$ cat config.mk
export PLATFORM = sky130hd
export DESIGN_NAME = resp_xbar
export DESIGN_NICKNAME = d
export VERILOG_FILES = /design/src/rtl/tcdm_pkg.sv /design/src/rtl/resp_xbar.sv
export SDC_FILE = /design/constraint.sdc
export NUM_CORES = 1
export LEC_CHECK = 0
export CAP_MARGIN = 40
export CORE_AREA = 2 2 110 112
export DETAILED_ROUTE_END_ITERATION = 16
export DIE_AREA = 0 0 112 114
export DONT_BUFFER_PORTS = 1
export PLACE_DENSITY = 0.44
export SYNTH_ARGS = -nofsm -noshare
export SYNTH_HDL_FRONTEND = slang
export SYNTH_SLANG_ARGS = --single-unit
$ cat constraint.sdc
create_clock -name vclk -period 1.35
set_input_delay 0.2025 -clock vclk [all_inputs]
set_output_delay 0.2025 -clock vclk [all_outputs]
set_load 0.05 [all_outputs]
$ cat src/rtl/tcdm_pkg.sv
// Group sizes and the word address type shared by every block of the TCDM interconnect
package tcdm_pkg;

  // Initiators and banks
  localparam int unsigned NumIni       = 4;
  localparam int unsigned NumBanks     = 4;
  localparam int unsigned IniIdxWidth  = 2;
  localparam int unsigned BankIdxWidth = 2;

  // 64 words per bank
  localparam int unsigned RowWidth     = 6;
  localparam int unsigned AddrWidth    = RowWidth + BankIdxWidth;

  // One word per access, byte enables per lane
  localparam int unsigned DataWidth    = 32;
  localparam int unsigned BeWidth      = DataWidth / 8;

  // Word interleaved, so the low bits pick the bank
  typedef union packed {
    logic [AddrWidth-1:0] flat;
    struct packed {
      logic [RowWidth-1:0]     row;
      logic [BankIdxWidth-1:0] bank;
    } split;
  } tcdm_addr_u;

endpackage : tcdm_pkg

$ cat src/rtl/resp_xbar.sv
// Response crossbar: steers each held bank response to the initiator index it carries
module resp_xbar (
  input  logic [tcdm_pkg::NumBanks-1:0]                             bank_valid_i,
  input  logic [tcdm_pkg::NumBanks-1:0][tcdm_pkg::IniIdxWidth-1:0]  bank_ini_i,
  input  logic [tcdm_pkg::NumBanks-1:0][tcdm_pkg::DataWidth-1:0]    bank_rdata_i,
  input  logic [tcdm_pkg::NumIni-1:0]                               resp_ready_i,
  output logic [tcdm_pkg::NumIni-1:0]                               resp_valid_o,
  output logic [tcdm_pkg::NumIni-1:0][tcdm_pkg::DataWidth-1:0]      resp_rdata_o,
  output logic [tcdm_pkg::NumBanks-1:0]                             bank_ready_o
);

  import tcdm_pkg::*;

  logic [NumIni-1:0][NumBanks-1:0] match;

  for (genvar i = 0; i < NumIni; i++) begin : gen_ini
    for (genvar b = 0; b < NumBanks; b++) begin : gen_match
      assign match[i][b] = bank_valid_i[b] && (bank_ini_i[b] == IniIdxWidth'(i));
    end

    assign resp_valid_o[i] = |match[i];

    always_comb begin
      resp_rdata_o[i] = '0;
      for (int b = 0; b < NumBanks; b++) begin
        if (match[i][b]) begin
          resp_rdata_o[i] = resp_rdata_o[i] | bank_rdata_i[b];
        end
      end
    end

    // One outstanding request per initiator, so one bank at most
    always_comb begin
      assert final ($onehot0(match[i]))
        else $error("initiator %0d matched by more than one bank", i);
    end
  end

  for (genvar b = 0; b < NumBanks; b++) begin : gen_bank_ready
    assign bank_ready_o[b] = resp_ready_i[bank_ini_i[b]];
  end

endmodule : resp_xbar

==> results by group <==
Outcome
  – Result of the run: finished with violations
  – Violations in the final reports: setup timing

Layout
  – Leading cell type in the layout, fill and taps excluded: o22ai_1
  – Layout clock buffer count: 0
  – Final core area utilization: 0.406
  – Antenna diodes: 0
  – Proportion of layout cells with a drive suffix above 1: 0.524
  – Most used cells in the layout excluding fill and tap cells: o22ai_1, a221o_2, nand2_1, buf_12, a221o_4
  – Sequential Area: 0 sq um
  – Layout sequential cell count: 0
  – Synthesis-to-layout area growth: 57.1%
  – Number of nets in the finished design: 581

STA
  – Setup repair after global routing missed its margin: true
  – Hold Fails Final Rpt: 0
  – Normalized max-slew margin: 0.693
  – Highest attainable clock frequency: 0.734 GHz
  – Final setup violation count: 21
  – Minimum clock period after layout: 1.36 ns
  – Setup WS post-layout: -0.0120 ns
  – Number of pins with negative max-slew slack in the final report: 0
  – Final hold slack: 0.641 ns
  – Total negative setup slack: -0.0982 ns
  – Worst Tran Pin Value: 0.474 ns
  – Share of the clock period used by the worst path after layout: 1.01

Setup path
  – Setup CP Type: in2out
  – Critical Path, Cell by Cell: and3_1 > buf_4 > a221o_2 > buf_12
  – Critical path's largest stage delay: 0.39 ns
  – Maximum fanout along the worst path: 17
  – CP max-delay cell: a221o_2
  – Family with the most delay on the worst path: compound AO/OA/AOI/OAI gates
  – CP Data Arrival Time: 1.16 ns
  – Setup crit start kind: primary input
  – Worst Path Required: 1.15 ns
  – Buffering stage count on the worst path with inverters included: 2
  – Nature of the critical path endpoint: output pin

Pwr
  – Part of the power in combinational logic: 1.000
  – Largest vdd supply drop: 0.308 mV
  – Switching portion of total power: 0.654
  – Clock network power share: 0
  – Part of the total power dissipated in sequential elements: 0
  – Int Pwr: 1.09 mW
  – Leakage power: 1.68 nW
  – Power per standard cell area: 661 nW/um^2
  – Net switching component of the power: 2.05 mW

GRT
  – Pin count of the biggest net entering global routing: 35
  – Number of antenna violations at the first check in global routing: 0
  – Via count of the first global-routing pass: 4478
  – GR Util All Layers: 0.247
  – Residual overflow from global routing: 0
  – First-pass GRT wire length: 25.6 mm

Floorplanning
  – Die Height: 114 microns
  – Die outline area: 12800 sq um
  – Starting density of the core: 0.258
  – Count of standard-cell rows: 40
  – Horizontal extent of the die: 112 microns
  – I/O Pins: 280
  – CORE AREA: 11700 sq um

Detailed routing
  – Remaining design rule violation count: 0
  – Iteration-0 DRC count of the detailed router: 717
  – Wirelength per Cell: 32.9 microns
  – Post-DR vias/cell: 8.22
  – Vias: 4785
  – DRT antenna net count: 0
  – Pre-Repair DR Iteration Count: 7
  – Overall routed net length: 19.2 mm

Clock tree
  – Number of buffers inserted by hold repair at cts: 0

Synth
  – Yosys Warn Count: 0
  – Number of distinct library cell variants in the gate-level netlist after synthesis: 19
  – Proportion of synthesized chip area in sequential cells: 0
  – Post-synth design cell area: 3030 sq um
  – Nets in the synthesized netlist: 564
  – Mean cell area of the mapped netlist: 7.20 sq um
  – Gate count after technology mapping: 420

Placement
  – Gp weighted congestion: 0.876
  – Port Buf Inserts: 0
  – DPL Wire Length: 11.7 mm

Hold path
  – Source of the worst hold timing path: bank_rdata_i[22]
  – Hold worst-path end: resp_rdata_o[86]
  – Hold depth: 1
  – Tightest Hold Check Type: in2out

Job
  – Max-cap violations: 0
[what timing repair did]
| item | CTS | global route |
|---|---|---|
| setup buffers | 8 | 0 |
| gates resized for setup | 41 | 21 |
| pin swaps | 49 | 9 |
| endpoints found under the hold margin | 0 | 0 |
| setup endpoints to repair | 124 | 69 |
| cloned | 2 | 4 |
[power by group through the flow]
stage	logic, mW	clock network (mW)	registers, mW
after floorplan	2.25	0	0
after global placement	2.89	0	0
after detailed placement	2.91	0	0
after CTS	3.06	0	0
after global routing	3.20	0	0
final	3.14	0	0
[Yosys cell counts]
| master | count | area (sq um) |
|---|---|---|
| buf_2 | 37 | 185 |
| and3_1 | 2 | 12.5 |
| or2_1 | 2 | 12.5 |
| inv_1 | 2 | 7.51 |
| nand2_1 | 70 | 263 |
| a221o_1 | 125 | 1250 |
| mux4_2 | 2 | 45.0 |
| o22ai_1 | 129 | 807 |
| buf_6 | 13 | 146 |
| o221ai_1 | 3 | 26.3 |
| and3b_1 | 2 | 17.5 |
| a221o_2 | 3 | 33.8 |
| clkbuf_1 | 7 | 26.3 |
| or3_1 | 1 | 6.26 |
| mux4_1 | 2 | 52.6 |
| nand2b_1 | 7 | 43.8 |
| nor3b_2 | 2 | 25.0 |
| buf_4 | 6 | 45.0 |
| nor2_1 | 5 | 18.8 |
[how the worst max path moves through the flow]
stage,start,endpoint,cells after the start
5_1_grt,bank_valid_i[0],resp_rdata_o[104],4
4_1_cts,bank_valid_i[2],resp_rdata_o[72],3
6_report,bank_valid_i[0],resp_rdata_o[104],4
2_1_floorplan,bank_ini_i[2],resp_rdata_o[10],6
3_5_place_dp,bank_ini_i[4],resp_rdata_o[53],3
3_3_place_gp,bank_valid_i[0],resp_rdata_o[53],3
[kinds of logic after synthesis]
kind of cell	after synthesis	share of synthesized area
AO/OA/AOI/OAI	260	0.700
buffers and inverters	65	0.136
multiplexers	4	0.0323
AND/OR/NAND/NOR	91	0.132
[cell type report]
class	instances	area [sq um]
fillers	1162	6960
repair buffers	76	1330
inverters	2	7.51
well taps	147	184
multi-input cells	357	3230
[per-layer routing]
layer,track usage,part of all wire,up-vias
met4,0.0911,0.039,0
met3,0.0542,0.12,78
met1,0.285,0.36,2271
met5,0,0,-
met2,0.447,0.48,511
li1,-,-,1925
[through the flow]
stage	total power [mW]	std cells	cell area, sq um	worst slack (ns)
floorplan	2.25	420	3220	-0.0784
global placement	2.89	568	4150	-0.256
detailed placement	2.91	568	4150	-0.303
CTS	3.06	578	4610	-0.0258
global route	3.20	582	4750	-0.0230
finish	3.14	582	4750	-0.0120
(Power assumes the default switching activity.)
