--- config.mk ---
export PLATFORM = sky130hd
export DESIGN_NAME = tcdm_bank
export DESIGN_NICKNAME = d
export VERILOG_FILES = /design/src/rtl/tcdm_pkg.sv /design/src/rtl/tcdm_bank.sv
export SDC_FILE = /design/constraint.sdc
export NUM_CORES = 2
export LEC_CHECK = 0
export BUFFER_PORTS_ARGS = -buffer_cell sky130_fd_sc_hd__buf_4
export CAP_MARGIN = 20
export CORE_MARGIN = 5
export CORE_UTILIZATION = 33
export CTS_CLUSTER_DIAMETER = 80
export DETAILED_ROUTE_END_ITERATION = 8
export PLACE_DENSITY = 0.57
export RECOVER_POWER = 100
export REMOVE_ABC_BUFFERS = 1
export SETUP_SLACK_MARGIN = 0.4
export SYNTH_ARGS = -nofsm -noshare
export SYNTH_HDL_FRONTEND = slang
export SYNTH_SLANG_ARGS = --single-unit
--- constraint.sdc ---
create_clock -name clk_i -period 3 [get_ports clk_i]
set_clock_uncertainty 0.05 [all_clocks]
set_input_delay 0.45 -clock clk_i [delete_from_list [all_inputs] [get_ports clk_i]]
set_output_delay 0.45 -clock clk_i [all_outputs]
set_load 0.01 [all_outputs]
--- src/rtl/tcdm_pkg.sv ---
// Group sizes and the word address type shared by every block of the TCDM interconnect
package tcdm_pkg;

  // Initiators and banks
  localparam int unsigned NumIni       = 4;
  localparam int unsigned NumBanks     = 4;
  localparam int unsigned IniIdxWidth  = 2;
  localparam int unsigned BankIdxWidth = 2;

  // 64 words per bank
  localparam int unsigned RowWidth     = 6;
  localparam int unsigned AddrWidth    = RowWidth + BankIdxWidth;

  // One word per access, byte enables per lane
  localparam int unsigned DataWidth    = 32;
  localparam int unsigned BeWidth      = DataWidth / 8;

  // Word interleaved, so the low bits pick the bank
  typedef union packed {
    logic [AddrWidth-1:0] flat;
    struct packed {
      logic [RowWidth-1:0]     row;
      logic [BankIdxWidth-1:0] bank;
    } split;
  } tcdm_addr_u;

endpackage : tcdm_pkg

--- src/rtl/tcdm_bank.sv ---
// Single-port word bank with byte enables and a held response register
module tcdm_bank (
  input  logic                              clk_i,
  input  logic                              rst_n_i,
  input  logic                              req_valid_i,
  input  logic [tcdm_pkg::IniIdxWidth-1:0]  req_ini_i,
  input  logic [tcdm_pkg::AddrWidth-1:0]    req_addr_i,
  input  logic                              req_wen_i,
  input  logic [tcdm_pkg::DataWidth-1:0]    req_wdata_i,
  input  logic [tcdm_pkg::BeWidth-1:0]      req_be_i,
  input  logic                              resp_ready_i,
  output logic                              ready_o,
  output logic                              resp_valid_o,
  output logic [tcdm_pkg::IniIdxWidth-1:0]  resp_ini_o,
  output logic [tcdm_pkg::DataWidth-1:0]    resp_rdata_o
);

  import tcdm_pkg::*;

  logic [DataWidth-1:0]   mem [2**RowWidth];
  tcdm_addr_u             addr;
  logic [RowWidth-1:0]    row;
  logic                   req_fire;
  logic                   resp_valid_q;
  logic [IniIdxWidth-1:0] resp_ini_q;
  logic [DataWidth-1:0]   resp_rdata_q;

  assign addr = req_addr_i;
  assign row  = addr.split.row;

  // Free slot, or the held response leaves this cycle
  assign ready_o  = ~resp_valid_q | resp_ready_i;
  assign req_fire = req_valid_i & ready_o;

  always_ff @(posedge clk_i) begin
    if (req_fire && req_wen_i) begin
      for (int b = 0; b < BeWidth; b++) begin
        if (req_be_i[b]) begin
          mem[row][8*b +: 8] <= req_wdata_i[8*b +: 8];
        end
      end
    end
  end

  // Reads see the word before this edge's write; writes answer with zero
  always_ff @(posedge clk_i) begin
    if (req_fire) begin
      resp_ini_q   <= req_ini_i;
      resp_rdata_q <= req_wen_i ? '0 : mem[row];
    end
  end

  always_ff @(posedge clk_i or negedge rst_n_i) begin
    if (!rst_n_i) begin
      resp_valid_q <= 1'b0;
    end else if (req_fire) begin
      resp_valid_q <= 1'b1;
    end else if (resp_ready_i) begin
      resp_valid_q <= 1'b0;
    end
  end

  assign resp_valid_o = resp_valid_q;
  assign resp_ini_o   = resp_ini_q;
  assign resp_rdata_o = resp_rdata_q;

  // Arbiter must respect back-pressure
  assert property (@(posedge clk_i) disable iff (!rst_n_i) req_valid_i |-> ready_o)
    else $error("request presented to a bank that is not ready");

endmodule : tcdm_bank

==> flow_metrics.env <==
export IMPL_hold_class="input pin to register"
export IMPL_nets=5307
export IMPL_r2r_setup_slack_ps=390
export IMPL_initial_core_util=0.331
export IMPL_power_density_mw_per_mm2=650
export IMPL_syn_inst=4725
export IMPL_vias_per_cell=5.59
export IMPL_violations="max-capacitance violations, max-slew violations"
export IMPL_drv_cap=27
export IMPL_cp_max_fo=23
export IMPL_ys_ff_latch=2083
export IMPL_drive_gt1_frac=0.159
export IMPL_rows=181
export IMPL_area_growth_syn_to_layout_pct=17.7
export IMPL_fp_dieW_um=503
export IMPL_cts_made_buffers=206
export IMPL_max_freq_mhz=371
export IMPL_r2r_end="mem[62][28]"
export IMPL_antenna_left=0
export IMPL_p_seq_frac=0.524
export IMPL_cts_num_sinks=2083
export IMPL_nFillCells=22300
export IMPL_end_kind="register"
export IMPL_drt_wl_total_um=250000
export IMPL_hold_viol=0
export IMPL_grt_max_degree=94
export IMPL_overflow=0
export IMPL_synth_edff_count=2082
export IMPL_clk_latency_ps=850
export IMPL_die_y_um=503
export IMPL_synth_most_common_cell="edfxtp_1"
export IMPL_synth_area_leader_cell="edfxtp_1"
export IMPL_synthArstFlopShare=0.000480
export IMPL_cts_buffer_depth=3
export IMPL_placeableCoreArea_mm2=0.243
export IMPL_cp_required_ps=3430
export IMPL_gp_congestion=0.871
export IMPL_synth_distinct_cells=64
export IMPL_p_clk_frac=0.420
export IMPL_port_buffers=84
export IMPL_synth_flop_cell="edfxtp_1"
export IMPL_preCtsSetupSlack_ps=-20.7
export IMPL_pwr_share_comb=0.056
export IMPL_relSlewSlack=-1.11
export IMPL_min_period_ps=2690
export IMPL_p_int_w=0.0480
export IMPL_finalMaxSlewViolations=1739
export IMPL_fin_ws_ps=308
export IMPL_syn_area_mm2=0.0803
export IMPL_synth_top_cell_area_share=0.779
export IMPL_drc=0
export IMPL_cts_tree="yes"
export IMPL_io_pin_count=87
export IMPL_yosys_top_cells_count="edfxtp_1, nor2_1, a22oi_1"
export IMPL_hpwl_um=159000
export IMPL_power_switching_w=0.0135
export IMPL_wl_per_cell_um=28.9
export IMPL_leakage_nw=29.0
export IMPL_ys_top_cells_by_area="edfxtp_1, a221oi_1, a22oi_1"
export IMPL_htree_levels=4
export IMPL_ys_warn_count=0
export IMPL_rsz0062_at_grt="no"
export IMPL_min_from="req_wen_i"
export IMPL_critPathKind="input pin to register"
export IMPL_ir_worst_vdd_uv=463
export IMPL_setup_viol=0
export IMPL_critPathArrivalTime_ps=3120
export IMPL_rr_startpoint="resp_valid_o"
export IMPL_min_delay_worst_endpoint="resp_rdata_o[5]"
export IMPL_finalCritPeriodShare=0.897
export IMPL_grt_usage=0.193
export IMPL_path_clk_slew_ps=60
export IMPL_tns_ps=0
export IMPL_die_area_mm2=0.253
export IMPL_fin_area_mm2=0.0945
export IMPL_dr_pass1_iters=6
export IMPL_status="finished, violations left"
export IMPL_synth_area_per_cell_um2=17.0
export IMPL_post_dp_cell_area_mm2=0.0889
export IMPL_grt_pass1_vias=47100
export IMPL_vias=48300
export IMPL_antenna_found_initial=9
export IMPL_min_path_cells=3
export IMPL_cp_start_kind="input pin"
export IMPL_grt_pass1_wl_um=353000
export IMPL_tightestPinTransition_ps=3170
export IMPL_yosysSeqAreaShare=0.779
export IMPL_cts_setup_buffers=0
export IMPL_power_share_switching=0.219
export IMPL_cts_root_buf="clkbuf_16"
export IMPL_drt_iter0_markers=5783
export IMPL_r2r_cells=6
export IMPL_power_w=0.0615
flip-flops by register name (all words and copies together), names as in the netlist:
name          cells
resp_rdata_o     32
resp_valid_o      1
resp_ini_o        2
mem            2048
repair_timing:
action                    4_1_cts  5_1_grt
gates resized for setup         0        0
hold endpoints to repair        4        0
hold buffers                    6        0
power by group through the flow:
stage	combinational [W]	sequential [W]	clock [W]
2_1_floorplan	0.00125	0.0327	0
3_3_place_gp	0.00344	0.0328	0
3_5_place_dp	0.00348	0.0328	0
4_1_cts	0.00350	0.0321	0.0262
5_1_grt	0.00362	0.0322	0.0274
6_report	0.00344	0.0322	0.0258
cell type report:
type                    instances  area (um2)  area share
flip-flops and latches       2083       62500       0.662
multi-input cells            2268       15900       0.168
clock buffers                 241        5350      0.0566
repair buffers                696        5250      0.0556
well taps                    3202        4010      0.0424
clock inverters               144        1400      0.0148
diodes                          4        10.0    0.000106
inverters                       1        8.76   0.0000927
worst max path at each step:
stage	from	end	slack [ps]
after global placement	req_addr_i[3]	resp_rdata_o[9]	-50
after global routing	req_addr_i[3]	mem[7][8]	310
after detailed placement	req_addr_i[3]	resp_rdata_o[9]	-20
after CTS	resp_valid_o	mem[38][24]	720
final	req_addr_i[3]	mem[31][4]	310
after floorplan	req_addr_i[2]	resp_rdata_o[10]	-4590
placed cells by master (no fill, tap or decap), drive strengths merged, types with 9 or more instances in the layout:
| cell type | n |
|---|---|
| edfxtp | 2082 |
| clkbuf | 556 |
| nor2 | 405 |
| buf | 375 |
| a22oi | 329 |
| a221oi | 325 |
| a21oi | 190 |
| nand2 | 145 |
| mux2i | 127 |
| o21ai | 127 |
| clkinv | 108 |
| mux2 | 86 |
| a22o | 72 |
| nor3 | 64 |
| o22ai | 50 |
| mux4 | 39 |
| o221ai | 34 |
| a41oi | 33 |
| a211oi | 31 |
| a31oi | 28 |
| nand3 | 25 |
| o2bb2ai | 24 |
| bufinv | 23 |
| nor2b | 19 |
| o211ai | 16 |
| and4 | 16 |
| or3 | 15 |
| a221o | 14 |
| and4b | 12 |
| inv | 9 |
routing by layer:
metal | global-route usage | up-vias | routed length (um)
met2 | 0.308 | 2327 | 117000
met4 | 0.0712 | 10 | 10200
li1 | - | 20500 | -
met3 | 0.0390 | 386 | 21700
met1 | 0.261 | 25100 | 100000
met5 | 0 | - | 62
cell families after synthesis:
kind of cell,count (synthesis),share of synthesized area
muxes,252,0.0389
DFF,2083,0.779
AOI/OAI and AO/OA,1288,0.118
and+or+nand+nor,728,0.0403
buffers and inverters,374,0.0237
worst max-delay path, stage by stage:
cell      delay [ps]
buf_8            160
buf_12           230
buf_4            180
nand2_1          110
nor2_1           340
buf_4            260
buf_4            250
nand2_1          430
nor2_1           240
clkbuf_1         410
stage by stage:
stage | utilization | hold WS [ps] | cells
2_1_floorplan | - | 104 | 4352
6_report | 0.389 | 266 | 8639
5_1_grt | 0.389 | 236 | 8636
3_5_place_dp | 0.366 | 178 | 8244
3_3_place_gp | 0.366 | 175 | 8244
4_1_cts | 0.394 | 74.8 | 8635
Power figures use the tool's default switching activity.
