<file path="config.mk">
export PLATFORM = sky130hd
export DESIGN_NAME = bank_arbiter
export DESIGN_NICKNAME = d
export VERILOG_FILES = /design/src/rtl/tcdm_pkg.sv /design/src/rtl/bank_arbiter.sv
export SDC_FILE = /design/constraint.sdc
export NUM_CORES = 1
export LEC_CHECK = 0
export BUFFER_PORTS_ARGS = -buffer_cell sky130_fd_sc_hd__buf_2
export CAP_MARGIN = 15
export CORE_AREA = 2 2 39 41
export DETAILED_ROUTE_END_ITERATION = 7
export DIE_AREA = 0 0 41 43
export GPL_TIMING_DRIVEN = 0
export HOLD_SLACK_MARGIN = 0.15
export PLACE_DENSITY = 0.4
export SYNTH_ARGS = -nofsm -noshare
export SYNTH_HDL_FRONTEND = slang
export SYNTH_SLANG_ARGS = --single-unit
</file>
<file path="constraint.sdc">
create_clock -name clk_i -period 2.8 [get_ports clk_i]
set_clock_uncertainty 0.05 [all_clocks]
set_input_delay 0.56 -clock clk_i [delete_from_list [all_inputs] [get_ports clk_i]]
set_output_delay 0.56 -clock clk_i [all_outputs]
set_load 0.03 [all_outputs]
</file>
<file path="src/rtl/tcdm_pkg.sv">
// Group sizes and the word address type shared by every block of the TCDM interconnect
package tcdm_pkg;

  // Initiators and banks
  localparam int unsigned NumIni       = 4;
  localparam int unsigned NumBanks     = 4;
  localparam int unsigned IniIdxWidth  = 2;
  localparam int unsigned BankIdxWidth = 2;

  // 64 words per bank
  localparam int unsigned RowWidth     = 6;
  localparam int unsigned AddrWidth    = RowWidth + BankIdxWidth;

  // One word per access, byte enables per lane
  localparam int unsigned DataWidth    = 32;
  localparam int unsigned BeWidth      = DataWidth / 8;

  // Word interleaved, so the low bits pick the bank
  typedef union packed {
    logic [AddrWidth-1:0] flat;
    struct packed {
      logic [RowWidth-1:0]     row;
      logic [BankIdxWidth-1:0] bank;
    } split;
  } tcdm_addr_u;

endpackage : tcdm_pkg

</file>
<file path="src/rtl/bank_arbiter.sv">
// Per-bank round-robin arbiter that grants one requesting initiator when the bank can accept
module bank_arbiter (
  input  logic                              clk_i,
  input  logic                              rst_n_i,
  input  logic [tcdm_pkg::NumIni-1:0]       req_i,
  input  logic                              bank_ready_i,
  output logic [tcdm_pkg::NumIni-1:0]       gnt_o,
  output logic [tcdm_pkg::IniIdxWidth-1:0]  gnt_idx_o,
  output logic                              valid_o
);

  import tcdm_pkg::*;

  logic [IniIdxWidth-1:0] ptr_q;
  logic [IniIdxWidth-1:0] cand;
  logic                   found;

  // First requester at or after the pointer, wrapping around
  always_comb begin
    gnt_idx_o = ptr_q;
    found     = 1'b0;
    cand      = ptr_q;
    for (int i = 0; i < NumIni; i++) begin
      cand = ptr_q + IniIdxWidth'(i);
      if (!found && req_i[cand]) begin
        found     = 1'b1;
        gnt_idx_o = cand;
      end
    end
  end

  assign valid_o = found & bank_ready_i;
  assign gnt_o   = valid_o ? (NumIni'(1) << gnt_idx_o) : '0;

  // Winner gets lowest priority next round
  always_ff @(posedge clk_i or negedge rst_n_i) begin
    if (!rst_n_i) begin
      ptr_q <= '0;
    end else if (valid_o) begin
      ptr_q <= gnt_idx_o + 1'b1;
    end
  end

  // Exactly one requester wins whenever the bank is ready and anyone asks
  assert property (@(posedge clk_i) disable iff (!rst_n_i)
    $onehot0(gnt_o) && ((gnt_o & ~req_i) == '0) &&
    ((gnt_o != '0) == (bank_ready_i && (req_i != '0))))
    else $error("bank grant is not one-hot, goes to an idle initiator or is missing");

endmodule : bank_arbiter

</file>
==> flow_summary.html, run 1 <==
<table>
<tr><th>Metric</th><th>Value</th></tr>
<tr><th colspan="2">Outcome</th></tr>
<tr><td>Status</td><td>finished clean</td></tr>
<tr><th colspan="2">Yosys</th></tr>
<tr><td>Seq cells post-synth</td><td>2</td></tr>
<tr><td>Combinational family with the most area after synthesis</td><td>compound AO/OA/AOI/OAI gates</td></tr>
<tr><td>Synthesized instance count</td><td>38</td></tr>
<tr><td>Post-synthesis share of cell area spent on and, or, nand and nor gates</td><td>25.78%</td></tr>
<tr><td>Share of flip-flops with an asynchronous set or reset after synthesis</td><td>100.0%</td></tr>
<tr><td>Share of Yosys cell area claimed by the top area cell type</td><td>17.78%</td></tr>
<tr><td>Synthesized-area fraction occupied by ao, oa, aoi and oai cells</td><td>48.44%</td></tr>
<tr><td>Number of enable flip-flop cells after synthesis</td><td>0</td></tr>
<tr><td>Yosys cell types</td><td>22</td></tr>
<tr><td>Proportion of synthesized area in mux cells</td><td>0%</td></tr>
<tr><td>Top_reg_cell synth</td><td>sky130_fd_sc_hd__dfrtp_1</td></tr>
<tr><td>Cells taking the most area after synthesis</td><td>sky130_fd_sc_hd__dfrtp_1 18%, sky130_fd_sc_hd__o21ai_0 12%, sky130_fd_sc_hd__o41ai_4 9.8%, sky130_fd_sc_hd__a21oi_1 8.9%, sky130_fd_sc_hd__buf_4 5.3%</td></tr>
<tr><td>Register area share after synthesis</td><td>17.78%</td></tr>
<tr><td>Post-synthesis share of cell area spent on full adders, half adders and majority gates</td><td>0%</td></tr>
<tr><td>Net count after synthesis</td><td>45</td></tr>
<tr><td>Average instance area after synthesis</td><td>7.408 um^2</td></tr>
<tr><td>Yosys synthesis warning count</td><td>0</td></tr>
<tr><td>Leading area contributor after synthesis</td><td>sky130_fd_sc_hd__dfrtp_1</td></tr>
<tr><td>Post-Synthesis Cell Area</td><td>281.5 um^2</td></tr>
<tr><td>Synth Area in XOR/XNOR</td><td>0%</td></tr>
<tr><th colspan="2">Pwr</th></tr>
<tr><td>Switch share</td><td>47.60%</td></tr>
<tr><td>Worst IR drop on VDD</td><td>228.5 uV</td></tr>
<tr><td>Power consumption</td><td>314.6 uW</td></tr>
<tr><td>Static power due to leakage</td><td>0.1912 nW</td></tr>
<tr><td>Clock share of power</td><td>19.9%</td></tr>
<tr><td>Internal power</td><td>164.9 uW</td></tr>
<tr><td>Fraction of power consumed by combinational cells</td><td>64.8%</td></tr>
<tr><td>PwrDens</td><td>798.3 mW/mm^2</td></tr>
<tr><td>Seq pwr share</td><td>15.2%</td></tr>
<tr><td>Net switching power of the design</td><td>149.7 uW</td></tr>
<tr><th colspan="2">Setup path</th></tr>
<tr><td>Sort of element at the start of the critical path</td><td>primary input</td></tr>
<tr><td>Worst reg-to-reg path cell count</td><td>4</td></tr>
<tr><td>Cell repeated most along the worst path</td><td>sky130_fd_sc_hd__buf_2</td></tr>
<tr><td>Critical register-to-register path startpoint</td><td>ptr_q[0]$_DFFE_PN0P_</td></tr>
<tr><td>CP Data Required Time</td><td>2.19 ns</td></tr>
<tr><td>Critical Path Sink Type</td><td>output pin</td></tr>
<tr><td>Slowest cell delay on critical path</td><td>0.25 ns</td></tr>
<tr><td>Worst setup path category</td><td>primary input to output pin</td></tr>
<tr><td>R2R setup slack</td><td>1.46 ns</td></tr>
<tr><td>Cell chain of the critical path</td><td>buf_2 &gt; and2b_2 &gt; o21ai_0 &gt; o211a_1 &gt; and3_2 &gt; buf_2</td></tr>
<tr><td>R2r endpoint</td><td>ptr_q[0]$_DFFE_PN0P_</td></tr>
<tr><td>Critical path peak fanout</td><td>6</td></tr>
<tr><td>Arrival @ worst endpoint</td><td>1.75 ns</td></tr>
<tr><td>Master of the slowest instance on the critical path</td><td>sky130_fd_sc_hd__o211a_1</td></tr>
<tr><th colspan="2">Routing</th></tr>
<tr><td>Final wirelength</td><td>776 um</td></tr>
<tr><td>Wire length per cell after detailed routing</td><td>11.09 um</td></tr>
<tr><td>Via-to-Cell Ratio</td><td>4.729</td></tr>
<tr><td>DRT antenna net count</td><td>0</td></tr>
<tr><td>Number of detailed-routing iterations run before antenna repair</td><td>2</td></tr>
<tr><td>DRC Markers</td><td>0</td></tr>
<tr><td>Violation count after the first detailed-route iteration</td><td>4</td></tr>
<tr><td>Via count</td><td>331</td></tr>
<tr><th colspan="2">Clock network</th></tr>
<tr><td>Clock Sinks</td><td>2</td></tr>
<tr><td>Htree depth</td><td>1</td></tr>
<tr><td>Clock Tree Root</td><td>sky130_fd_sc_hd__clkbuf_4</td></tr>
<tr><td>Clock latency on the worst-skew pair</td><td>0.22 ns</td></tr>
<tr><td>Num CTS Buffers</td><td>3</td></tr>
<tr><td>Clock Pin Slew Worst Setup and Hold Paths</td><td>0.03 ns</td></tr>
<tr><td>Buffer depth of the longest clock path</td><td>2</td></tr>
<tr><td>CTS resizes</td><td>0</td></tr>
<tr><td>CTS tree</td><td>built</td></tr>
<tr><th colspan="2">Die</th></tr>
<tr><td>Std-Cell Rows</td><td>14</td></tr>
<tr><td>Number of top-level design ports</td><td>14</td></tr>
<tr><td>Horizontal die dimension</td><td>41 um</td></tr>
<tr><td>Area of the die</td><td>0.001763 mm^2</td></tr>
<tr><td>Effective utilization at floorplan</td><td>20.34%</td></tr>
<tr><td>Die extent in y</td><td>43 um</td></tr>
<tr><td>Placeable core region</td><td>0.001384 mm^2</td></tr>
<tr><th colspan="2">STA</th></tr>
<tr><td>Number of endpoints with negative hold slack in the final report</td><td>0</td></tr>
<tr><td>Post-route fraction of the period consumed by the critical path</td><td>84.18%</td></tr>
<tr><td>Least-Margin Pin Slew</td><td>0.4437 ns</td></tr>
<tr><td>Normalized max-slew margin</td><td>70.32%</td></tr>
<tr><td>Max-slew violation total from the final report</td><td>0</td></tr>
<tr><td>Final worst setup slack</td><td>0.4428 ns</td></tr>
<tr><td>Minimum clock period</td><td>2.357 ns</td></tr>
<tr><td>Setup_tns</td><td>0 ns</td></tr>
<tr><td>Fmax</td><td>0.4242 GHz</td></tr>
<tr><td>Setup violations, final</td><td>0</td></tr>
<tr><td>RSZ-0062 raised after global routing</td><td>no</td></tr>
<tr><th colspan="2">Finish</th></tr>
<tr><td>Ratio of cells with drive above 1 in the final layout</td><td>40.74%</td></tr>
<tr><td>Largest register by flop count</td><td>ptr_q</td></tr>
<tr><td>Antenna cells</td><td>0</td></tr>
<tr><td>Post-Route Utilization</td><td>28.48%</td></tr>
<tr><td>Commonest non-fill, non-tap cells in the layout</td><td>12 x sky130_fd_sc_hd__buf_2, 7 x sky130_fd_sc_hd__o21ai_0, 5 x sky130_fd_sc_hd__a21oi_1</td></tr>
<tr><td>Filler cell count</td><td>159</td></tr>
<tr><td>Net count of the finished layout</td><td>63</td></tr>
<tr><td>Number of flip-flops under the largest register name</td><td>2</td></tr>
<tr><td>Area growth from synthesis to final layout</td><td>40.00%</td></tr>
<tr><td>Largest regs</td><td>ptr_q (2)</td></tr>
<tr><td>Post-route non-filler standard cell count</td><td>70</td></tr>
<tr><td>Leading cell type in the layout, fill and taps excluded</td><td>sky130_fd_sc_hd__buf_2</td></tr>
<tr><th colspan="2">GRT</th></tr>
<tr><td>Residual overflow from global routing</td><td>0</td></tr>
<tr><td>Number of global-route vias before repair</td><td>310</td></tr>
<tr><td>Pin count of the biggest net entering global routing</td><td>11</td></tr>
<tr><td>Antenna violations before repair</td><td>0</td></tr>
<tr><td>Global-route wire length before repair</td><td>1221 um</td></tr>
<tr><td>Global-route usage over all layers</td><td>10.34%</td></tr>
<tr><th colspan="2">Worst hold path</th></tr>
<tr><td>Worst hold path startpoint</td><td>ptr_q[0]$_DFFE_PN0P_</td></tr>
<tr><td>Hold Path Stages</td><td>2</td></tr>
<tr><td>Endpoint with the worst hold slack</td><td>ptr_q[0]$_DFFE_PN0P_</td></tr>
<tr><td>Type of the tightest min-delay check</td><td>flip-flop to flip-flop</td></tr>
<tr><th colspan="2">Placement</th></tr>
<tr><td>Port Buffer Count</td><td>12</td></tr>
<tr><td>Final weighted congestion in routability-driven placement</td><td>0.6249</td></tr>
<tr><td>Cell count after placement</td><td>66</td></tr>
<tr><td>Post-detail-place hpwl</td><td>595 um</td></tr>
<tr><td>Worst slack, placed</td><td>0.4448 ns</td></tr>
<tr><th colspan="2">Job</th></tr>
<tr><td>Number of max-cap violations</td><td>0</td></tr>
</table>
-- routing by layer --
metal / track usage (%) / part of all wire (%) / vias up
met5: 0 / 0 / -
met4: 10.00 / 0 / 0
met3: 0 / 6.2 / 0
met2: 14.06 / 44 / 12
met1: 13.83 / 50 / 143
li1: - / - / 176
-- stage by stage --
step | hold WS, ns | area, um^2
3_3_place_gp | 0.2955 | 361.6
5_1_grt | 0.5749 | 394.1
2_1_floorplan | 0.2144 | 281.5
4_1_cts | 0.5554 | 394.1
6_report | 0.5461 | 394.1
3_5_place_dp | 0.2955 | 361.6
-- cell usage after synthesis, types with 2 or more instances --
| library cell | number |
|---|---|
| sky130_fd_sc_hd__nor2_1 | 4 |
| sky130_fd_sc_hd__o21ai_0 | 7 |
| sky130_fd_sc_hd__a21oi_1 | 5 |
| sky130_fd_sc_hd__buf_4 | 2 |
| sky130_fd_sc_hd__nor3_1 | 2 |
| sky130_fd_sc_hd__dfrtp_1 | 2 |
-- power by group through the flow --
stage	combinational [mW]	clock, mW	sequential (mW)
5_1_grt	0.221	0.0676	0.0507
4_1_cts	0.207	0.0668	0.0486
3_3_place_gp	0.205	0	0.0491
3_5_place_dp	0.205	0	0.0489
6_report	0.204	0.0627	0.0480
2_1_floorplan	0.156	0	0.0464
-- area by class of cell --
type	count	area, um^2	area share [%]
timing repair buffer	13	70.07	17.78
multi-input combinational	32	209.0	53.02
sequential	2	50.05	12.70
clock buffer	3	22.52	5.714
buffer	2	15.01	3.810
tap	16	20.02	5.079
inverter	2	7.507	1.905
-- worst max-delay path: cells and delay by family --
family                 cells  cell delay, ns
and+or+nand+nor            2            0.38
AOI/OAI and AO/OA          2            0.48
buffers and inverters      2            0.32
-- how the worst max path moves through the flow --
stage / start / end
after floorplan: req_i[3] / gnt_o[2]
after global placement: req_i[0] / gnt_o[3]
after detailed placement: req_i[0] / gnt_o[3]
after CTS: req_i[0] / gnt_o[3]
after global routing: req_i[2] / gnt_o[3]
final: req_i[0] / gnt_o[3]
-- cell families after synthesis --
family                 Yosys count
flip-flops                       2
AND/OR/NAND/NOR                 13
buffers and inverters            4
AO/OA/AOI/OAI                   19
-- repair_timing --
action / 4_1_cts / 5_1_grt
hold buffers: 1 / 0
setup buffers: 0 / 0
endpoints found under the hold margin: 2 / 0
No activity file was read; power rests on OpenSTA's default activity.
==> inputs of run 2 (changes only) <==
--- a/config.mk
+++ b/config.mk
@@ -5,6 +5,7 @@
 export SDC_FILE = /design/constraint.sdc
 export NUM_CORES = 1
 export LEC_CHECK = 0
+export ABC_AREA = 1
 export BUFFER_PORTS_ARGS = -buffer_cell sky130_fd_sc_hd__buf_2
 export CAP_MARGIN = 15
 export CORE_AREA = 2 2 39 41
@@ -12,7 +13,7 @@
 export DIE_AREA = 0 0 41 43
 export GPL_TIMING_DRIVEN = 0
 export HOLD_SLACK_MARGIN = 0.15
-export PLACE_DENSITY = 0.4
+export PLACE_DENSITY = 0.65
 export SYNTH_ARGS = -nofsm -noshare
 export SYNTH_HDL_FRONTEND = slang
 export SYNTH_SLANG_ARGS = --single-unit
==> constraint.sdc (replaced) <==
create_clock -name clk_i -period 2.3 [get_ports clk_i]
set_clock_uncertainty 0.05 [all_clocks]
set_input_delay 0.46 -clock clk_i [delete_from_list [all_inputs] [get_ports clk_i]]
set_output_delay 0.46 -clock clk_i [all_outputs]
set_load 0.03 [all_outputs]
==> run 2 against run 1 <==
Critical endpoint unchanged; the run now ends with negative setup slack left; largest cell class unchanged; hold slack got worse by 0.055 ns; sequential share of layout area decreased by 7.4 points; utilization increased by 39 points; synthesized cell count increased to 2.8 times the previous value; register-to-register slack got worse by 0.95 ns; flip-flop and latch count unchanged; global-route usage increased by 11 points.
==> flow_summary.html, run 2 <==
<table>
<tr><th>Metric</th><th>Value</th></tr>
<tr><th colspan="2">Outcome</th></tr>
<tr><td>Status</td><td>complete, but fails checks</td></tr>
<tr><td>Violations in the final reports</td><td>negative setup slack</td></tr>
<tr><th colspan="2">Clock network</th></tr>
<tr><td>Htree depth</td><td>1 (unchanged)</td></tr>
<tr><td>Buffer depth of the longest clock path</td><td>2 (unchanged)</td></tr>
<tr><td>Clock Pin Slew Worst Setup and Hold Paths</td><td>0.03 ns (about the same)</td></tr>
<tr><td>Clock latency on the worst-skew pair</td><td>0.23 ns (about the same)</td></tr>
<tr><td>Clock Tree Root</td><td>sky130_fd_sc_hd__clkbuf_4</td></tr>
<tr><td>Num CTS Buffers</td><td>3 (unchanged)</td></tr>
<tr><td>CTS tree</td><td>built</td></tr>
<tr><td>Clock Sinks</td><td>2 (unchanged)</td></tr>
<tr><th colspan="2">Setup path</th></tr>
<tr><td>Arrival @ worst endpoint</td><td>1.96 ns (+0.21 ns)</td></tr>
<tr><td>Worst setup path category</td><td>flip-flop to output pin</td></tr>
<tr><td>Critical Path Sink Type</td><td>output pin</td></tr>
<tr><td>CP Data Required Time</td><td>1.79 ns (-0.40 ns)</td></tr>
<tr><td>Critical path peak fanout</td><td>7 (+1)</td></tr>
<tr><td>Sort of element at the start of the critical path</td><td>flip-flop</td></tr>
<tr><th colspan="2">Placement</th></tr>
<tr><td>Post-detail-place hpwl</td><td>1028 um (+73%)</td></tr>
<tr><td>Placed Area</td><td>671.9 um^2 (+86%)</td></tr>
<tr><td>Port Buffer Count</td><td>13 (+1)</td></tr>
<tr><td>Worst slack, placed</td><td>0.06652 ns (-0.3782 ns)</td></tr>
<tr><td>Cell count after placement</td><td>134 (+100%)</td></tr>
<tr><td>Final weighted congestion in routability-driven placement</td><td>0.7875 (+26%)</td></tr>
<tr><th colspan="2">Routing</th></tr>
<tr><td>Number of detailed-routing iterations run before antenna repair</td><td>4 (+2)</td></tr>
<tr><td>Final wirelength</td><td>1754 um (+130%)</td></tr>
<tr><td>Wire length per cell after detailed routing</td><td>11.54 um (+4.1%)</td></tr>
<tr><td>Via-to-Cell Ratio</td><td>5.066 (+7.1%)</td></tr>
<tr><td>Violation count after the first detailed-route iteration</td><td>21 (+17)</td></tr>
<tr><td>DRC Markers</td><td>0 (unchanged)</td></tr>
<tr><td>Via count</td><td>770 (+130%)</td></tr>
<tr><td>DRT antenna net count</td><td>0 (unchanged)</td></tr>
<tr><th colspan="2">Die</th></tr>
<tr><td>Placeable core region</td><td>0.001384 mm^2 (unchanged)</td></tr>
<tr><td>Die extent in y</td><td>43 um (unchanged)</td></tr>
<tr><td>Std-Cell Rows</td><td>14 (unchanged)</td></tr>
<tr><td>Effective utilization at floorplan</td><td>42.41% (+22 points)</td></tr>
<tr><td>Horizontal die dimension</td><td>41 um (unchanged)</td></tr>
<tr><td>Area of the die</td><td>0.001763 mm^2 (unchanged)</td></tr>
<tr><td>Number of top-level design ports</td><td>14 (unchanged)</td></tr>
<tr><th colspan="2">STA</th></tr>
<tr><td>Post-route fraction of the period consumed by the critical path</td><td>107.5%</td></tr>
<tr><td>Fmax</td><td>0.4043 GHz</td></tr>
<tr><td>Setup violations, final</td><td>5 (+5)</td></tr>
<tr><td>Post-Route Hold Slack</td><td>0.4910 ns (-0.05514 ns)</td></tr>
<tr><td>Max-slew violation total from the final report</td><td>0 (unchanged)</td></tr>
<tr><td>Number of endpoints with negative hold slack in the final report</td><td>0 (unchanged)</td></tr>
<tr><td>Normalized max-slew margin</td><td>86.75% (+16 points)</td></tr>
<tr><td>Final worst setup slack</td><td>-0.1733 ns (-0.6161 ns)</td></tr>
<tr><td>RSZ-0062 raised after global routing</td><td>yes</td></tr>
<tr><td>Minimum clock period</td><td>2.473 ns</td></tr>
<tr><td>Least-Margin Pin Slew</td><td>0.1980 ns (-0.2457 ns)</td></tr>
<tr><th colspan="2">Finish</th></tr>
<tr><td>Commonest non-fill, non-tap cells in the layout</td><td>33 x sky130_fd_sc_hd__nand2_1, 21 x sky130_fd_sc_hd__nand2_2, 16 x sky130_fd_sc_hd__buf_4</td></tr>
<tr><td>Largest register by flop count</td><td>ptr_q</td></tr>
<tr><td>Leading cell type in the layout, fill and taps excluded</td><td>sky130_fd_sc_hd__nand2_1</td></tr>
<tr><td>Filler cell count</td><td>120 (-25%)</td></tr>
<tr><td>Largest regs</td><td>ptr_q (2)</td></tr>
<tr><td>Net count of the finished layout</td><td>145 (+130%)</td></tr>
<tr><td>Combined area of the multi-input logic cells</td><td>543.0 um^2 (+160%)</td></tr>
<tr><td>Area growth from synthesis to final layout</td><td>60.13%</td></tr>
<tr><td>Post-route non-filler standard cell count</td><td>152 (+120%)</td></tr>
<tr><td>Final design instance area without fill</td><td>939.7 um^2 (+140%)</td></tr>
<tr><td>Ratio of cells with drive above 1 in the final layout</td><td>56.62% (+16 points)</td></tr>
<tr><td>Sequential cell area</td><td>50.05 um^2 (unchanged)</td></tr>
<tr><td>Antenna cells</td><td>0 (unchanged)</td></tr>
<tr><td>Number of flip-flops under the largest register name</td><td>2 (unchanged)</td></tr>
<tr><th colspan="2">Yosys</th></tr>
<tr><td>Seq cells post-synth</td><td>2 (unchanged)</td></tr>
<tr><td>Top-count cell post-synth</td><td>sky130_fd_sc_hd__nand2_1</td></tr>
<tr><td>Leading area contributor after synthesis</td><td>sky130_fd_sc_hd__nand2_1</td></tr>
<tr><td>Top_reg_cell synth</td><td>sky130_fd_sc_hd__dfrtp_1</td></tr>
<tr><td>Net count after synthesis</td><td>112 (+150%)</td></tr>
<tr><td>Number of enable flip-flop cells after synthesis</td><td>0 (unchanged)</td></tr>
<tr><td>Most numerous cell types in the synthesized netlist</td><td>49 x sky130_fd_sc_hd__nand2_1, 11 x sky130_fd_sc_hd__nand3_1, 10 x sky130_fd_sc_hd__nand2_2, 9 x sky130_fd_sc_hd__inv_1, 5 x sky130_fd_sc_hd__nand3_2</td></tr>
<tr><td>Register area share after synthesis</td><td>8.529% (-9.2 points)</td></tr>
<tr><td>Share of Yosys cell area claimed by the top area cell type</td><td>31.34% (+14 points)</td></tr>
<tr><td>Cells taking the most area after synthesis</td><td>sky130_fd_sc_hd__nand2_1 31%, sky130_fd_sc_hd__nand2_2 11%, sky130_fd_sc_hd__nand3_1 9.4%, sky130_fd_sc_hd__dfrtp_1 8.5%, sky130_fd_sc_hd__nand3_2 8.5%</td></tr>
<tr><td>Synthesized instance count</td><td>105 (+180%)</td></tr>
<tr><td>Yosys cell types</td><td>18 (-18%)</td></tr>
<tr><td>Share of flip-flops with an asynchronous set or reset after synthesis</td><td>100.0% (unchanged)</td></tr>
<tr><td>Yosys synthesis warning count</td><td>0 (unchanged)</td></tr>
<tr><td>Average instance area after synthesis</td><td>5.589 um^2 (-25%)</td></tr>
<tr><td>Post-Synthesis Cell Area</td><td>586.8 um^2 (+110%)</td></tr>
<tr><th colspan="2">Worst hold path</th></tr>
<tr><td>Type of the tightest min-delay check</td><td>primary input to async pin</td></tr>
<tr><th colspan="2">GRT</th></tr>
<tr><td>Residual overflow from global routing</td><td>0 (unchanged)</td></tr>
<tr><td>Number of global-route vias before repair</td><td>666 (+110%)</td></tr>
<tr><td>Pin count of the biggest net entering global routing</td><td>11 (unchanged)</td></tr>
<tr><td>Global-route usage over all layers</td><td>21.39% (+11 points)</td></tr>
<tr><td>Antenna violations before repair</td><td>0 (unchanged)</td></tr>
<tr><td>Global-route wire length before repair</td><td>2649 um (+120%)</td></tr>
<tr><th colspan="2">Job</th></tr>
<tr><td>Number of max-cap violations</td><td>0 (unchanged)</td></tr>
</table>
-- run 2: cell types whose count changed after synthesis, moves of 3 or more --
cell and delta:
sky130_fd_sc_hd__inv_1 +8, sky130_fd_sc_hd__nand2_2 +10, sky130_fd_sc_hd__nand3_1 +11, sky130_fd_sc_hd__nand3_2 +5
sky130_fd_sc_hd__nand2_1 +48, sky130_fd_sc_hd__nor2_2 +3, sky130_fd_sc_hd__o21ai_0 -7, sky130_fd_sc_hd__a21oi_1 -4
-- run 2: what timing repair did --
action / 4_1_cts / 5_1_grt
pin swaps: 8 / 17
hold endpoints to repair: 2 / 0
gates cloned: 0 / 0
setup endpoints to repair: 5 / 7
gates resized for setup: 13 / 29
setup buffers: 13 / 1
hold buffers: 1 / 0
-- run 2: final cells by class --
class	instances	share of cell area, %
multi-input cells	87	57.79
clock buffers	3	2.397
well taps	16	2.130
inverters	13	5.726
flip-flops and latches	2	5.326
repair buffers	28	22.64
plain buffers	3	3.995
-- run 2: path summary, 6_finish.rpt --
check / start / end / slack, ns / cells past startpoint
min reg2reg: ptr_q[1]$_DFFE_PN0P_ / ptr_q[1]$_DFFE_PN0P_ / 0.67 / 4
max in group asynchronous: rst_n_i / ptr_q[0]$_DFFE_PN0P_ / 1.61 / 2
max: ptr_q[1]$_DFFE_PN0P_ / gnt_o[3] / -0.17 / 15
min in group clk_i: bank_ready_i / ptr_q[1]$_DFFE_PN0P_ / 0.62 / 5
min: rst_n_i / ptr_q[1]$_DFFE_PN0P_ / 0.49 / 2
max reg2reg: ptr_q[0]$_DFFE_PN0P_ / ptr_q[1]$_DFFE_PN0P_ / 0.51 / 12
-- run 2: per-stage QoR --
| step | setup TNS, ns | utilization [%] |
|---|---|---|
| CTS | -0.3264 | 60.76 |
| global placement | 0 | 48.55 |
| finish | -0.5162 | 67.90 |
| detailed placement | 0 | 48.55 |
| floorplan | 0 | - |
| global route | -1.206 | 67.90 |
-- run 2: cells by family (layout without fill, tap and decap cells) --
kind of cell           count (synthesis)  after routing  synth area share [%]
AND/OR/NAND/NOR                       85             85                 73.99
buffers and inverters                 16             47                 13.86
AO/OA/AOI/OAI                          2              2                 3.625
flip-flops                             2              2                 8.529
-- run 2: critical path: stages (launching register included) --
cell and delay [ns]:
sky130_fd_sc_hd__dfrtp_1 0.36, sky130_fd_sc_hd__buf_6 0.14, sky130_fd_sc_hd__inv_6 0.08, sky130_fd_sc_hd__nand2_1 0.08, sky130_fd_sc_hd__nand2_2 0.12, sky130_fd_sc_hd__nand2_2 0.08
sky130_fd_sc_hd__nand2_4 0.11, sky130_fd_sc_hd__nand2_4 0.05, sky130_fd_sc_hd__nand2_1 0.05, sky130_fd_sc_hd__nand2_1 0.05, sky130_fd_sc_hd__nand2_2 0.07, sky130_fd_sc_hd__nand2_2 0.06
sky130_fd_sc_hd__nor2_4 0.11, sky130_fd_sc_hd__inv_2 0.04, sky130_fd_sc_hd__nor2_1 0.13, sky130_fd_sc_hd__buf_4 0.19
-- run 2: layer usage --
layer / routed length, um / vias up / share of wire [%] / GRT usage, %
li1: - / 389 / - / -
met1: 752 / 350 / 43 / 29.26
met2: 863 / 27 / 49 / 33.44
met3: 91 / 4 / 5.2 / 3.141
met4: 47 / 0 / 2.7 / 6.000
met5: 0 / - / 0 / 0
Power of run 2 is not shown: default switching activity piles up to over one toggle a cycle in this logic, so the estimate is an artifact.
